[src/rtl/mips_settings.svh]
`ifndef MIPS_SETTINGS_SVH
`define MIPS_SETTINGS_SVH

// data and address width
`define MIPS_DW 32

// memory depths in words
`define MIPS_IMEM_WORDS 256
`define MIPS_DMEM_WORDS 256

`define MIPS_STEP_W 16 // step counter width

`endif
[src/rtl/mips_host_pkg.sv]
package mips_host_pkg;

	// apb word offsets
	typedef enum logic [7:0] {
		reg_steps     = 8'h00, // wo, starts a run
		reg_status    = 8'h04, // bit 0 busy
		reg_pc        = 8'h08,
		reg_imem_addr = 8'h0c,
		reg_imem_data = 8'h10, // wo, auto increment
		reg_dmem_addr = 8'h14,
		reg_dmem_data = 8'h18  // ro
	} reg_addr_e;

	// run fsm
	typedef enum logic {
		idle    = 1'b0,
		running = 1'b1
	} run_state_e;

endpackage

[src/rtl/mips_if.sv]
`timescale 1ns/10ps
`include "mips_settings.svh"


// one memory port, comb read, write on rising edge
interface mem_port_if;
	logic [`MIPS_DW-1:0] addr; // byte address
	logic [`MIPS_DW-1:0] wdata;
	logic we;
	logic [`MIPS_DW-1:0] rdata;

	modport initiator (output addr, wdata, we, input rdata);
	modport target (input addr, wdata, we, output rdata);
endinterface

[src/rtl/mips_host_regs.sv]
`timescale 1ns/10ps
`include "mips_settings.svh"

module mips_host_regs (
	input  logic clk,
	input  logic rst_n,
	input  logic [7:0] paddr,
	input  logic psel,
	input  logic penable,
	input  logic pwrite,
	input  logic [`MIPS_DW-1:0] pwdata,
	output logic [`MIPS_DW-1:0] prdata,
	output logic pready,
	output logic pslverr,
	input  logic [`MIPS_DW-1:0] pc,
	output logic step_en,
	mem_port_if.initiator imem_host,
	mem_port_if.initiator dmem_host
);

	mips_host_pkg::run_state_e state;
	mips_host_pkg::reg_addr_e reg_sel;
	logic [`MIPS_STEP_W-1:0] step_cnt; // instrs left
	logic [`MIPS_DW-1:0] imem_addr, dmem_addr;
	logic busy, mapped;
	logic wr_acc, rd_acc; // apb access phase
	logic wr_err, rd_err, wr_ok;
	logic steps_load;

	//////////////////////////////////////////////////
	// apb decode

	assign reg_sel = mips_host_pkg::reg_addr_e'(paddr);

	always_comb begin
		case (reg_sel)
			mips_host_pkg::reg_steps, mips_host_pkg::reg_status, mips_host_pkg::reg_pc,
			mips_host_pkg::reg_imem_addr, mips_host_pkg::reg_imem_data,
			mips_host_pkg::reg_dmem_addr, mips_host_pkg::reg_dmem_data: mapped = 1'b1;
			default: mapped = 1'b0;
		endcase
	end

	assign wr_acc = psel & penable & pwrite;
	assign rd_acc = psel & penable & ~pwrite;
	assign busy = (state == mips_host_pkg::running);

	// busy rules
	assign wr_err = busy & (~mapped | reg_sel == mips_host_pkg::reg_steps |
		reg_sel == mips_host_pkg::reg_imem_data);
	assign rd_err = busy & (reg_sel == mips_host_pkg::reg_dmem_data);
	assign wr_ok = wr_acc & ~wr_err;

	assign pready = 1'b1; // zero wait states
	assign pslverr = (wr_acc & wr_err) | (rd_acc & rd_err);

	assign steps_load = wr_ok & (reg_sel == mips_host_pkg::reg_steps) &
		(pwdata[`MIPS_STEP_W-1:0] != '0); // 0 steps ignored

	//////////////////////////////////////////////////
	// address regs and memory ports

	always_ff @(posedge clk or negedge rst_n) begin
		if (!rst_n) begin
			imem_addr <= '0;
			dmem_addr <= '0;
		end else if (wr_ok) begin
			case (reg_sel)
				mips_host_pkg::reg_imem_addr: imem_addr <= pwdata;
				mips_host_pkg::reg_imem_data: imem_addr <= imem_addr + `MIPS_DW'd4; // next word
				mips_host_pkg::reg_dmem_addr: dmem_addr <= pwdata;
				default: ;
			endcase
		end
	end

	assign imem_host.addr = imem_addr;
	assign imem_host.wdata = pwdata;
	assign imem_host.we = wr_ok & (reg_sel == mips_host_pkg::reg_imem_data);
	assign dmem_host.addr = dmem_addr;
	assign dmem_host.wdata = '0;
	assign dmem_host.we = 1'b0; // dmem is read only for host

	//////////////////////////////////////////////////
	// run fsm

	always_ff @(posedge clk or negedge rst_n) begin
		if (!rst_n) begin
			state <= mips_host_pkg::idle;
			step_cnt <= '0;
		end else begin
			case (state)
				mips_host_pkg::idle: if (steps_load) begin
					step_cnt <= pwdata[`MIPS_STEP_W-1:0];
					state <= mips_host_pkg::running;
				end
				mips_host_pkg::running: begin
					step_cnt <= step_cnt - 1'b1;
					if (step_cnt == `MIPS_STEP_W'd1)
						state <= mips_host_pkg::idle; // last instr this clock
				end
				default: state <= mips_host_pkg::idle;
			endcase
		end
	end

	assign step_en = busy; // one instr per running clock

	// read mux, write-only regs read 0
	always_comb begin
		case (reg_sel)
			mips_host_pkg::reg_status: prdata = {{(`MIPS_DW-1){1'b0}}, busy};
			mips_host_pkg::reg_pc: prdata = pc;
			mips_host_pkg::reg_imem_addr: prdata = imem_addr;
			mips_host_pkg::reg_dmem_addr: prdata = dmem_addr;
			mips_host_pkg::reg_dmem_data: prdata = busy ? '0 : dmem_host.rdata;
			default: prdata = '0;
		endcase
	end

endmodule

[src/flat_wrapper.sv]
// flat-port wrapper written by rule: the top's interface ports become plain ports
module mips_host_regs_flat 
  (clk, rst_n, paddr, psel, penable, pwrite, pwdata, prdata, pready, pslverr, pc, step_en, imem_host_addr, imem_host_wdata, imem_host_we, imem_host_rdata, dmem_host_addr, dmem_host_wdata, dmem_host_we, dmem_host_rdata);
  mem_port_if imem_host_i ();
  mem_port_if dmem_host_i ();
  input  logic clk;
  input  logic rst_n;
  input  logic [7:0] paddr;
  input  logic psel;
  input  logic penable;
  input  logic pwrite;
  input  logic [`MIPS_DW-1:0] pwdata;
  output logic [`MIPS_DW-1:0] prdata;
  output logic pready;
  output logic pslverr;
  input  logic [`MIPS_DW-1:0] pc;
  output logic step_en;
  output wire logic [$bits(imem_host_i.addr)-1:0] imem_host_addr;
  output wire logic [$bits(imem_host_i.wdata)-1:0] imem_host_wdata;
  output wire logic [$bits(imem_host_i.we)-1:0] imem_host_we;
  input wire logic [$bits(imem_host_i.rdata)-1:0] imem_host_rdata;
  output wire logic [$bits(dmem_host_i.addr)-1:0] dmem_host_addr;
  output wire logic [$bits(dmem_host_i.wdata)-1:0] dmem_host_wdata;
  output wire logic [$bits(dmem_host_i.we)-1:0] dmem_host_we;
  input wire logic [$bits(dmem_host_i.rdata)-1:0] dmem_host_rdata;
  assign imem_host_addr = imem_host_i.addr;
  assign imem_host_wdata = imem_host_i.wdata;
  assign imem_host_we = imem_host_i.we;
  assign imem_host_i.rdata = imem_host_rdata;
  assign dmem_host_addr = dmem_host_i.addr;
  assign dmem_host_wdata = dmem_host_i.wdata;
  assign dmem_host_we = dmem_host_i.we;
  assign dmem_host_i.rdata = dmem_host_rdata;
  mips_host_regs u_core (.clk(clk), .rst_n(rst_n), .paddr(paddr), .psel(psel), .penable(penable), .pwrite(pwrite), .pwdata(pwdata), .prdata(prdata), .pready(pready), .pslverr(pslverr), .pc(pc), .step_en(step_en), .imem_host(imem_host_i), .dmem_host(dmem_host_i));
endmodule
[config.mk]
export PLATFORM = sky130hd
export DESIGN_NAME = mips_host_regs_flat
export DESIGN_NICKNAME = d
export VERILOG_FILES = /design/src/rtl/mips_host_pkg.sv /design/src/rtl/mips_if.sv /design/src/rtl/mips_host_regs.sv /design/src/flat_wrapper.sv
export VERILOG_INCLUDE_DIRS = /design/src /design/src/rtl
export SDC_FILE = /design/constraint.sdc
export NUM_CORES = 1
export LEC_CHECK = 0
export ABC_AREA = 0
export BUFFER_PORTS_ARGS = -buffer_cell sky130_fd_sc_hd__clkbuf_2
export CAP_MARGIN = 20
export CORE_MARGIN = 10
export CORE_UTILIZATION = 30
export DETAILED_ROUTE_END_ITERATION = 12
export GPL_TIMING_DRIVEN = 0
export PLACE_DENSITY = 0.58
export SYNTH_ARGS = -nofsm -noshare
export SYNTH_HDL_FRONTEND = slang
export SYNTH_SLANG_ARGS = --single-unit
[constraint.sdc]
create_clock -name clk -period 3.3 [get_ports clk]
set_clock_uncertainty 0.15 [all_clocks]
set_input_delay 0.495 -clock clk [delete_from_list [all_inputs] [get_ports clk]]
set_output_delay 0.495 -clock clk [all_outputs]
set_load 0.01 [all_outputs]
==> impl_results.md <==
* Post-route ant nets at 0
* IO Port Bufs at 237
* Gr ovfl total at 0
* Final setup violation count at 0
* Area added between synthesis and finish at 35.7%
* Sink Count at 81
* Num rows at 50
* Initial Utilization at 30.5%
* Hold Vio Cnt, Final at 0
* Top cell type's share of synthesized area at 35.4%
* Critical path capture point type: output pin
* Tcrit/Tclk final at between 90% and 100%
* Vias in the first global route at between 5000 and 6000
* Commonest cells post-synth: 81 x dfrtp_1, 71 x nand2_1, 66 x buf_4
* TritonRoute pass-1 iters at 8
* DRT iter0 DRCs at between 400 and 500
* Status: complete, no violations
* Gpl congestion at 0.871
* Final Max Tran Viols at 0
* Crit Path Category: primary input to output pin
* Max Clock Freq at a little over 300 MHz
* Most used DFF post-synth: dfrtp_1
* HPWL Detailed at between 15 and 20 mm
* I/O Pins at 306
* Die X at 158 microns
* Initial antenna violation count at 0
* Die Span Y at 158 microns
* Min Clock Period, post-route at 3.22 ns
* Clk slew on worst S/H paths at 0.07 ns
* Share of post-route cells with drive strength above 1 at 43.2%
* H-tree depth at 3
* Core ar. at roughly 19000 sq um
* Rel. slew slack at between 40% and 50%
* Largest net degree at the start of global routing at 46
* Post-Syn Instances at 631
* Synth Cell Area at 5730 sq um
* Vias per Instance at ~5.2
* Adder-cell area share of the yosys netlist at 0.655%
* Gr usage total at 19.1%
* Flops & latches, synth at slightly above 80
* Synth Area in Compound Gates at 18.0%
* XOR/XNOR Fraction of Synth Area at 1.99%
* Simple-Gate Fraction of Synth Area at between 10% and 20%
* CTS tree: done
* Area contributors post-synth: dfrtp_1 35%, buf_4 8.7%, mux2_2 6.1%, mux2i_1 5.9%, a22oi_1 5.2%
* Dominant cell type by area after synthesis: dfrtp_1
* TritonCTS Buffers at 9
* HP Class: primary input to async pin
* CTS max path bufs at 2
* WP data arrival at 2.58 ns
* EDFF count, synth at 0
* Final net count at 1060
* Tightest Pin Transition at between 0.7 and 0.8 ns
* Clock Latency Late Sink at between 0.3 and 0.4 ns
* Avg Inst Size Synth at 9.08 sq um
* Largest family of logic cells by synthesized area: compound AO/OA/AOI/OAI gates
* Final Util at about 41%
* Pwr Total at 0.00252 W
* CP Launch Type: primary input
* Hold-fix buffers, CTS at 0
* Pwr dens at 324 nW/um^2
* Warnings from Yosys at 0
* DR WL/cell at 21.6 microns
* Library cells used by synthesis at 63
* VDD IR max at between 200 and 250 uV
* Detailed Route WL at 24.9 mm
* DRC at 0
* # Max-Cap Violations at 0
* Multiplexer area fraction after synthesis at 13.1%
* Fin Hold WS at between 0.001 and 0.0015 ns
* Worst-path fanout max at 10
* Async S/R FF share, synth at 100%
* First-pass GRT wire length at 36.1 mm
* CP required at 2.65 ns
* ANT cells at 0
* Lkg Pwr at 4.13 nW
* Clock root cell: clkbuf_16
* Die area at 25000 sq um
* Vias after detailed routing at ~6000
* Sequential cell area fraction in the yosys report at 35.4%
* Count leader, synth: dfrtp_1
report_power, final:
group	internal, W	switching [W]
Clock	0.000629	0.000442
Sequential	0.00103	0.0000533
Combinational	0.000177	0.000184
Total	0.00184	0.000680
area by class of cell:
cell class	count	area (sq um)
Timing Repair Buffer	242	1240
Clock buffer	12	256
Multi-Input combinational cell	463	3110
Sequential cell	81	2030
Inverter	8	30.0
Clock inverter	4	51.3
Buffer	111	759
Tap cell	234	293
Fill cell	1909	11000
path summary, 6_finish.rpt:
path,from,end,cells past startpoint,slack (ns)
max reg2reg,u_core.step_en,u_core.imem_host.addr[3],5,0.49
min,rst_n,u_core.dmem_host.addr[9],1,0.001
min in group clk,pwdata[28],u_core.dmem_host.addr[28],2,0.26
max,paddr[2],prdata[14],7,0.08
max in group asynchronous,rst_n,u_core.dmem_host.addr[31],2,2.36
min reg2reg,u_core.dmem_host.addr[2],u_core.dmem_host.addr[2],1,0.39
placed cells by master, fill, tap and decap left out, drive strengths merged, types with 11 or more instances in the layout:
| master | instances |
|---|---|
| a21oi | 35 |
| a222oi | 11 |
| a22oi | 40 |
| buf | 90 |
| clkbuf | 275 |
| conb | 34 |
| dfrtp | 81 |
| mux2 | 35 |
| mux2i | 34 |
| nand2 | 72 |
| nand3 | 23 |
| nor2 | 28 |
| nor3 | 16 |
| nor4 | 12 |
| o21ai | 18 |
| or3 | 12 |
metrics by stage:
step	std cells	setup WS, ns	area, sq um	setup TNS [ns]
finish	1155	0.0767	7770	0
global route	1155	-0.00956	7770	-0.00956
CTS	1154	0.0376	7750	0
detailed placement	1136	-0.637	7360	-11.77
global placement	1134	-0.610	7330	-10.94
floorplan	663	0.375	5850	0
logic make-up after synthesis:
logic type,after synthesis
adder cells (fa/ha/maj),3
buffers and inverters,119
AND/OR/NAND/NOR,200
multiplexers,69
flip-flops,81
XOR/XNOR,13
other,2
AO/OA/AOI/OAI,144
per-layer routing:
metal  wire, microns  vias to the layer above  global-route usage (%)  share of wire [%]
li1                -                     2815                       -                  -
met4             357                        0                    4.94                1.4
met1           10800                     2879                    24.7                 43
met2           11500                      258                    30.2                 46
met5               0                        -                       0                  0
met3            2280                       21                    6.02                9.1
state kept, by name, summed over array words and instances (netlist names):
signal,count
u_core.dmem_host.addr,32
u_core.step_en,1
u_core.step_cnt,16
u_core.imem_host.addr,32
critical path: stages:
cell and delay [ns]:
clkbuf_2 0.11, clkbuf_1 0.47, nand3b_1 0.35, or3_1 0.40
clkbuf_1 0.31, o21ai_0 0.27, clkbuf_2 0.17
what timing repair did:
item / CTS / global route
resized for setup: 24 / 10
pin swaps: 2 / 1
setup endpoints to repair: 31 / 25
setup buffers: 2 / 1
No activity file was read; power rests on OpenSTA's default activity.
