**src/rtl/mips_settings.svh**
```systemverilog
`ifndef MIPS_SETTINGS_SVH
`define MIPS_SETTINGS_SVH

// data and address width
`define MIPS_DW 32

// memory depths in words
`define MIPS_IMEM_WORDS 256
`define MIPS_DMEM_WORDS 256

`define MIPS_STEP_W 16 // step counter width

`endif
```
**src/rtl/mips_isa_pkg.sv**
```systemverilog
package mips_isa_pkg;

	//////////////////////////////////////////////////
	// instruction fields

	// opcode, instr[31:26]
	typedef enum logic [5:0] {
		r_type  = 6'h00, // funct selects the op
		op_j    = 6'h02,
		op_beq  = 6'h04,
		op_addi = 6'h08,
		op_lw   = 6'h23,
		op_sw   = 6'h2b
	} opcode_e;

	// funct, instr[5:0], r-type only
	typedef enum logic [5:0] {
		f_add = 6'h20,
		f_sub = 6'h22,
		f_and = 6'h24,
		f_or  = 6'h25,
		f_slt = 6'h2a
	} funct_e;

	//////////////////////////////////////////////////
	// alu control

	// classic 3-bit alu control encoding
	typedef enum logic [2:0] {
		alu_and = 3'b000,
		alu_or  = 3'b001,
		alu_add = 3'b010,
		alu_sub = 3'b110, // also the beq compare
		alu_slt = 3'b111
	} alu_op_e;

endpackage

```
**src/rtl/mips_if.sv**
```systemverilog
`timescale 1ns/10ps
`include "mips_settings.svh"

// decoder <-> datapath
interface core_ctrl_if;
	logic reg_write; // rf write enable
	logic reg_dst; // 1 = rd, 0 = rt
	logic alu_src; // 1 = sign imm
	logic branch;
	logic mem_write;
	logic mem_to_reg; // wb from dmem
	logic jump;
	mips_isa_pkg::alu_op_e alu_op;
	mips_isa_pkg::opcode_e opcode; // back from instr
	mips_isa_pkg::funct_e funct;

	modport control (
		output reg_write, reg_dst, alu_src, branch, mem_write, mem_to_reg, jump, alu_op,
		input opcode, funct
	);
	modport datapath (
		input reg_write, reg_dst, alu_src, branch, mem_write, mem_to_reg, jump, alu_op,
		output opcode, funct
	);
endinterface


```
**src/rtl/mips_control.sv**
```systemverilog
`timescale 1ns/10ps

module mips_control (
	core_ctrl_if.control ctrl
);

	logic [1:0] alu_mode; // 00 add, 01 sub, 1x by funct
	logic funct_ok; // funct is one we support

	//////////////////////////////////////////////////
	// main decoder

	always_comb begin
		// defaults give a no-op
		ctrl.reg_write = 1'b0;
		ctrl.reg_dst = 1'b0;
		ctrl.alu_src = 1'b0;
		ctrl.branch = 1'b0;
		ctrl.mem_write = 1'b0;
		ctrl.mem_to_reg = 1'b0;
		ctrl.jump = 1'b0;
		alu_mode = 2'b00;
		case (ctrl.opcode)
			mips_isa_pkg::r_type: begin
				ctrl.reg_write = funct_ok; // bad funct writes nothing
				ctrl.reg_dst = 1'b1;
				alu_mode = 2'b10;
			end
			mips_isa_pkg::op_lw: begin
				ctrl.reg_write = 1'b1;
				ctrl.alu_src = 1'b1; // base + offset
				ctrl.mem_to_reg = 1'b1;
			end
			mips_isa_pkg::op_sw: begin
				ctrl.alu_src = 1'b1;
				ctrl.mem_write = 1'b1;
			end
			mips_isa_pkg::op_beq: begin
				ctrl.branch = 1'b1;
				alu_mode = 2'b01; // rs - rt, zero flag decides
			end
			mips_isa_pkg::op_addi: begin
				ctrl.reg_write = 1'b1;
				ctrl.alu_src = 1'b1;
			end
			mips_isa_pkg::op_j: ctrl.jump = 1'b1;
			default: ; // unknown opcode, no-op
		endcase
	end

	//////////////////////////////////////////////////
	// alu decoder

	always_comb begin
		funct_ok = 1'b1;
		case (alu_mode)
			2'b00: ctrl.alu_op = mips_isa_pkg::alu_add; // lw sw addi
			2'b01: ctrl.alu_op = mips_isa_pkg::alu_sub; // beq
			default: begin
				case (ctrl.funct)
					mips_isa_pkg::f_add: ctrl.alu_op = mips_isa_pkg::alu_add;
					mips_isa_pkg::f_sub: ctrl.alu_op = mips_isa_pkg::alu_sub;
					mips_isa_pkg::f_and: ctrl.alu_op = mips_isa_pkg::alu_and;
					mips_isa_pkg::f_or: ctrl.alu_op = mips_isa_pkg::alu_or;
					mips_isa_pkg::f_slt: ctrl.alu_op = mips_isa_pkg::alu_slt;
					default: begin
						ctrl.alu_op = mips_isa_pkg::alu_add;
						funct_ok = 1'b0;
					end
				endcase
			end
		endcase
	end

endmodule

```
**src/flat_wrapper.sv**
```systemverilog
// flat-port wrapper written by rule: the top's interface ports become plain ports
module mips_control_flat 
  (ctrl_reg_write, ctrl_reg_dst, ctrl_alu_src, ctrl_branch, ctrl_mem_write, ctrl_mem_to_reg, ctrl_jump, ctrl_alu_op, ctrl_opcode, ctrl_funct);
  core_ctrl_if ctrl_i ();
  output wire logic [$bits(ctrl_i.reg_write)-1:0] ctrl_reg_write;
  output wire logic [$bits(ctrl_i.reg_dst)-1:0] ctrl_reg_dst;
  output wire logic [$bits(ctrl_i.alu_src)-1:0] ctrl_alu_src;
  output wire logic [$bits(ctrl_i.branch)-1:0] ctrl_branch;
  output wire logic [$bits(ctrl_i.mem_write)-1:0] ctrl_mem_write;
  output wire logic [$bits(ctrl_i.mem_to_reg)-1:0] ctrl_mem_to_reg;
  output wire logic [$bits(ctrl_i.jump)-1:0] ctrl_jump;
  output wire logic [$bits(ctrl_i.alu_op)-1:0] ctrl_alu_op;
  input wire logic [$bits(ctrl_i.opcode)-1:0] ctrl_opcode;
  input wire logic [$bits(ctrl_i.funct)-1:0] ctrl_funct;
  assign ctrl_reg_write = ctrl_i.reg_write;
  assign ctrl_reg_dst = ctrl_i.reg_dst;
  assign ctrl_alu_src = ctrl_i.alu_src;
  assign ctrl_branch = ctrl_i.branch;
  assign ctrl_mem_write = ctrl_i.mem_write;
  assign ctrl_mem_to_reg = ctrl_i.mem_to_reg;
  assign ctrl_jump = ctrl_i.jump;
  assign ctrl_alu_op = ctrl_i.alu_op;
  assign ctrl_i.opcode = ctrl_opcode;
  assign ctrl_i.funct = ctrl_funct;
  mips_control u_core (.ctrl(ctrl_i));
endmodule
```
**config.mk**
```make
export PLATFORM = sky130hd
export DESIGN_NAME = mips_control_flat
export DESIGN_NICKNAME = d
export VERILOG_FILES = /design/src/rtl/mips_isa_pkg.sv /design/src/rtl/mips_if.sv /design/src/rtl/mips_control.sv /design/src/flat_wrapper.sv
export VERILOG_INCLUDE_DIRS = /design/src /design/src/rtl
export SDC_FILE = /design/constraint.sdc
export NUM_CORES = 1
export LEC_CHECK = 0
export ABC_AREA = 0
export BUFFER_PORTS_ARGS = -buffer_cell sky130_fd_sc_hd__buf_4
export CELL_PAD_IN_SITES_DETAIL_PLACEMENT = 1
export CELL_PAD_IN_SITES_GLOBAL_PLACEMENT = 2
export CORE_MARGIN = 10
export CORE_UTILIZATION = 13
export DETAILED_ROUTE_END_ITERATION = 12
export PLACE_DENSITY_LB_ADDON = 0.1
export SYNTH_ARGS = -nofsm -noshare
export SYNTH_HDL_FRONTEND = slang
export SYNTH_SLANG_ARGS = --single-unit
```
**constraint.sdc**
```tcl
create_clock -name vclk -period 2
set_clock_uncertainty 0.2 [all_clocks]
set_input_delay 0.2 -clock vclk [all_inputs]
set_output_delay 0.2 -clock vclk [all_outputs]
set_load 0.02 [all_outputs]
```
==> summary.txt, run 1 <==
Status = finished with violations
Failing checks = setup timing
Worst rel slew slack = 0.7979
Hold_ws = 516.7 ps
Slew @ Worst Pin = 299.2 ps
Cell count after synthesis = 27
Max-slew violations = 0
Final Hold Fails = 0
Metal-1 WL = 407 um
Diode count = 0
GRT Util Overall = 0.06346
CP arrival = 1970 ps
Number of port buffers = 22
RSZ-0062 raised after global routing = true
Die X = 57.36 um
WL per Instance = 14.69 um
Crit end category = output pin
Initial DRC count = 2
Synth Warn # = 0
Mean Syn Cell Area = 6.719 um^2
WP data required = 1600 ps
CORE AREA = 0.001301 mm^2
FMAX = 421.2 MHz
Met3 WL post-DR = 138 um
Initial antenna violation count = 0
Adder-cell share of the synthesized area = 0
Layout area overhead = 151.0%
Area after DPL = 421.7 um^2
Internal Power = 34.91 uW
Worst Hold Class = in2out
WL final = 1.043 mm
Placed cells = 71
Largest net degree at the start of global routing = 8
Clock Power Share = 0
Sequential share of the synthesized area = 0
Final period util = 1.187
Crit Path Category = in2out
Compound-Gate Fraction of Synth Area = 0.1862
Placed wire-length estimate = 930.6 um
Post-DRT Antenna Nets = 0
# nets final = 70
Drt pass-1 iters = 2
Max-cap violations = 0
Share of layout cells above drive strength 1 = 0.6250
Filler instances = 175
First-pass GRT wire length = 1.856 mm
Commonest non-fill, non-tap cells in the layout = 23 x buf_4, 6 x buf_6, 3 x nor3_1
Worst VDD drop = 0.00004333 V
Xor and xnor area share after synthesis = 0
Commonest non-fill, non-tap cell in the layout = buf_4
Power per cell area = 135.2 mW/mm^2
Critical Path Start Type = input pin
Number of global-route vias before repair = 400
Switching pwr = 26.68 uW
Syn_nets = 39
Worst setup margin = -374.2 ps
CP Max Fanout = 2
Setup tns final = -584.8 ps
Lkg Pwr = 0.2060 nW
Highest Signal Layer = met3
Final min period = 2374 ps
Hold_buf cts = 0
DRC = 0
Setup violations, final = 3
Post-synthesis mux area share = 0.05517
Reg power frac = 0
FFs & Latches = 0
GRT Residual Overflow = 0
Chip height = 57.36 um
Gp weighted congestion = 0.7856
I/O pin count = 22
Clkbuf count = 0
Post-Synth Simple-Gate Area = 0.7379
Vias per inst = 4.676
Initial Util = 0.1394
Design area = 455.4 um^2
Synth unique cells = 19
Synth Cell Area = 181.4 um^2
WL met2 = 497 um
Fin cells = 71
FF/Latch Area = 0 um^2
Vias = 332
Logic gate share of total power = 1.000
FP Rows = 13
Largest family of logic cells by synthesized area = simple AND/OR/NAND/NOR gates
Die footprint = 0.003290 mm^2
Sw frac = 0.4332
[synthesized netlist by cell type (all sizes together) (2+ instances only)]
cell type  n  area [um^2]
nor3       3        15.01
o21ai      3        15.01
a21oi      2        10.01
nor2       3        11.26
nand2      2        7.510
nor3b      2        15.01
or4b       2        23.77
[power by group through the flow]
stage | combinational [mW] | clock [mW] | sequential [mW]
global route | 0.0684 | 0 | 0
floorplan | 0.0167 | 0 | 0
global placement | 0.0566 | 0 | 0
CTS | 0.0627 | 0 | 0
finish | 0.0616 | 0 | 0
detailed placement | 0.0596 | 0 | 0
[final timing paths]
check	startpoint	endpoint	cells past startpoint
max	ctrl_opcode[1]	ctrl_alu_op[1]	5
min	ctrl_opcode[2]	ctrl_reg_dst	3
[timing repair]
item	in CTS	in global routing
pin swaps	2	1
buffers inserted	2	0
setup endpoints to repair	3	3
gates resized for setup	11	0
[metal layers]
metal | global-route usage | vias up
met3 | 0.03097 | 0
met5 | 0 | -
li1 | - | 167
met4 | 0 | 0
met2 | 0.1150 | 14
met1 | 0.06829 | 151
[cell families after synthesis]
logic type,after synthesis
AND/OR/NAND/NOR,19
buffers and inverters,1
multiplexers,1
AO/OA/AOI/OAI,6
[critical path, stage by stage]
cell and delay, ps:
buf_6 90, or4_4 530, or4b_4 510, or4b_4 500, buf_6 150
[stage by stage]
stage	power [mW]	setup WS (ps)	utilization
4_1_cts	0.06269	-375.1	0.3673
3_3_place_gp	0.05662	-385.3	0.3240
2_1_floorplan	0.01669	-168.4	-
5_1_grt	0.06842	-395.8	0.3500
6_report	0.06158	-374.2	0.3500
3_5_place_dp	0.05962	-401.0	0.3240
[layout make-up]
type / instances / area, um^2 / area share
Tap cell: 15 / 18.77 / 0.04121
Inverter: 1 / 3.754 / 0.008242
Timing Repair Buffer: 29 / 240.2 / 0.5275
Multi-Input combinational cell: 26 / 192.7 / 0.4231
Power figures use the tool's default switching activity.
==> inputs of run 2 (changes only) <==
Settings changed: CORE_MARGIN 10 to 1.
==> run 2 against run 1 <==
The run still ends with setup timing left. Power grew 0.76%. Critical path depth is the same. Setup slack gained 12 ps. Utilization grew 0.58 points. Final cell count grew 1.4%. Combinational power grew 0.8%. Die area shrank 53%. Critical path type unchanged. Largest power group unchanged.
==> summary.txt, run 2 (same netlist as run 1, synthesis figures left out) <==
Area after DPL = 421.7 um^2 (unchanged)
Number of global-route vias before repair = 310 (was 400)
Vias = 345 (was 332)
Chip height = 39.36 um (was 57.36 um)
Diode count = 0 (unchanged)
Drt pass-1 iters = 1 (was 2)
FP Rows = 13 (unchanged)
Status = finished with violations (unchanged)
CP Max Fanout = 2 (unchanged)
Vias per inst = 4.792 (was 4.676)
Worst VDD drop = 0.00003545 V (was 0.00004333 V)
Hold Path Cell Cnt = 3 (unchanged)
Initial DRC count = 0 (was 2)
Worst setup margin = -362.6 ps (was -374.2 ps)
Gp weighted congestion = 0.5736 (was 0.7856)
Logic gate share of total power = 1.000 (about the same)
Max-cap violations = 0 (unchanged)
WL per Instance = 12.50 um (was 14.69 um)
Die footprint = 0.001549 mm^2 (was 0.003290 mm^2)
Crit path largest cell delay = 530 ps (about the same)
Die X = 39.36 um (was 57.36 um)
Setup Slack @ Placement = -397.7 ps (was -401.0 ps)
Final Hold Fails = 0 (unchanged)
Crit Path Category = in2out (unchanged)
Worst rel slew slack = 0.8003 (was 0.7979)
# nets final = 71 (was 70)
Crit end category = output pin (unchanged)
Power per cell area = 134.0 mW/mm^2 (was 135.2 mW/mm^2)
Final core utilization = 0.3558 (was 0.3500)
Design area = 462.9 um^2 (was 455.4 um^2)
Critical Path Start Type = input pin (unchanged)
Initial antenna violation count = 0 (unchanged)
Post-DRT Antenna Nets = 0 (unchanged)
Endpoint, Worst Hold = ctrl_reg_dst (unchanged)
Share of layout cells above drive strength 1 = 0.6316 (was 0.6250)
Max-slew violations = 0 (unchanged)
Commonest non-fill, non-tap cell in the layout = buf_4 (unchanged)
DRC = 0 (unchanged)
Internal Power = 35.02 uW (was 34.91 uW)
RSZ-0062 raised after global routing = true (unchanged)
WP data required = 1600 ps (about the same)
Filler instances = 174 (was 175)
Number of port buffers = 22 (unchanged)
Sw frac = 0.4356 (was 0.4332)
Critical-path cell list = buf_6 > or4_4 > or4b_4 > or4b_4 > buf_6 (unchanged)
CORE AREA = 0.001301 mm^2 (unchanged)
Slew @ Worst Pin = 295.7 ps (was 299.2 ps)
Initial Util = 0.1394 (unchanged)
Reg power frac = 0 (about the same)
Final min period = 2363 ps (was 2374 ps)
FMAX = 423.3 MHz (was 421.2 MHz)
Total Power = 62.05 uW (was 61.58 uW)
GRT Util Overall = 0.1162 (was 0.06346)
Clkbuf count = 0 (unchanged)
Setup violations, final = 3 (unchanged)
WL final = 900 um (was 1.043 mm)
Failing checks = setup timing (unchanged)
I/O pin count = 22 (unchanged)
Switching pwr = 27.03 uW (was 26.68 uW)
Hold_buf cts = 0 (unchanged)
CP arrival = 1960 ps (was 1970 ps)
Largest net degree at the start of global routing = 8 (unchanged)
First-pass GRT wire length = 1.290 mm (was 1.856 mm)
Commonest non-fill, non-tap cells in the layout = 24 x buf_4, 6 x buf_6, 3 x nor3_1 (was 23 x buf_4, 6 x buf_6, 3 x nor3_1)
Hold_ws = 514.7 ps (was 516.7 ps)
Layout area overhead = 155.2% (was 151.0%)
Final period util = 1.181 (was 1.187)
GRT Residual Overflow = 0 (unchanged)
Worst Min Path Start = ctrl_opcode[2] (unchanged)
Worst Hold Class = in2out (unchanged)
CP max stage cell = or4_4 (unchanged)
Clock Power Share = 0 (about the same)
Lkg Pwr = 0.2102 nW (was 0.2060 nW)
FF/Latch Area = 0 um^2 (unchanged)
FFs & Latches = 0 (unchanged)
==> run 2: cell count changes in the layout (fill, tap and decap cells not counted) <==
cell   change
buf_4      +1
==> run 2: metrics by stage <==
stage / cells / setup TNS, ps
after floorplan: 27 / -168.4
after global placement: 71 / -659.5
after detailed placement: 71 / -718.6
after CTS: 73 / -942.0
after global routing: 72 / -918.0
final: 72 / -782.0
==> run 2: layout make-up <==
cell class                      count  area [um^2]  share of cell area
Inverter                            1        3.754            0.008108
Multi-Input combinational cell     26        192.7              0.4162
Tap cell                           15        18.77             0.04054
Timing Repair Buffer               30        247.7              0.5351
==> run 2: critical path, delay by kind of cell <==
| family | cells | cell delay (ps) |
|---|---|---|
| and+or+nand+nor | 3 | 1520 |
| buffers and inverters | 2 | 240 |
==> run 2: how the worst max path moves through the flow <==
stage | start | endpoint | slack (ps)
2_1_floorplan | ctrl_opcode[1] | ctrl_alu_op[1] | -170
3_3_place_gp | ctrl_opcode[1] | ctrl_alu_op[1] | -380
3_5_place_dp | ctrl_opcode[1] | ctrl_alu_op[1] | -400
4_1_cts | ctrl_opcode[1] | ctrl_alu_op[1] | -370
5_1_grt | ctrl_opcode[1] | ctrl_alu_op[1] | -400
6_report | ctrl_opcode[1] | ctrl_alu_op[1] | -360
==> run 2: what timing repair did <==
item	4_1_cts	5_1_grt
buffers inserted	2	2
setup endpoints to repair	3	3
resized for setup	11	1
pin swaps	2	1
==> run 2: power groups by stage <==
stage          Sequential (mW)  Combinational [mW]  Clock, mW
2_1_floorplan                0              0.0167          0
3_3_place_gp                 0              0.0566          0
3_5_place_dp                 0              0.0598          0
4_1_cts                      0              0.0630          0
5_1_grt                      0              0.0678          0
6_report                     0              0.0621          0
==> run 2: layer usage <==
metal  wire, um  GRT usage  up-vias
met4          0          0        0
met2        503     0.2458       13
li1           -          -      171
met5          0          0        -
met1        333     0.1333      161
met3         64          0        0
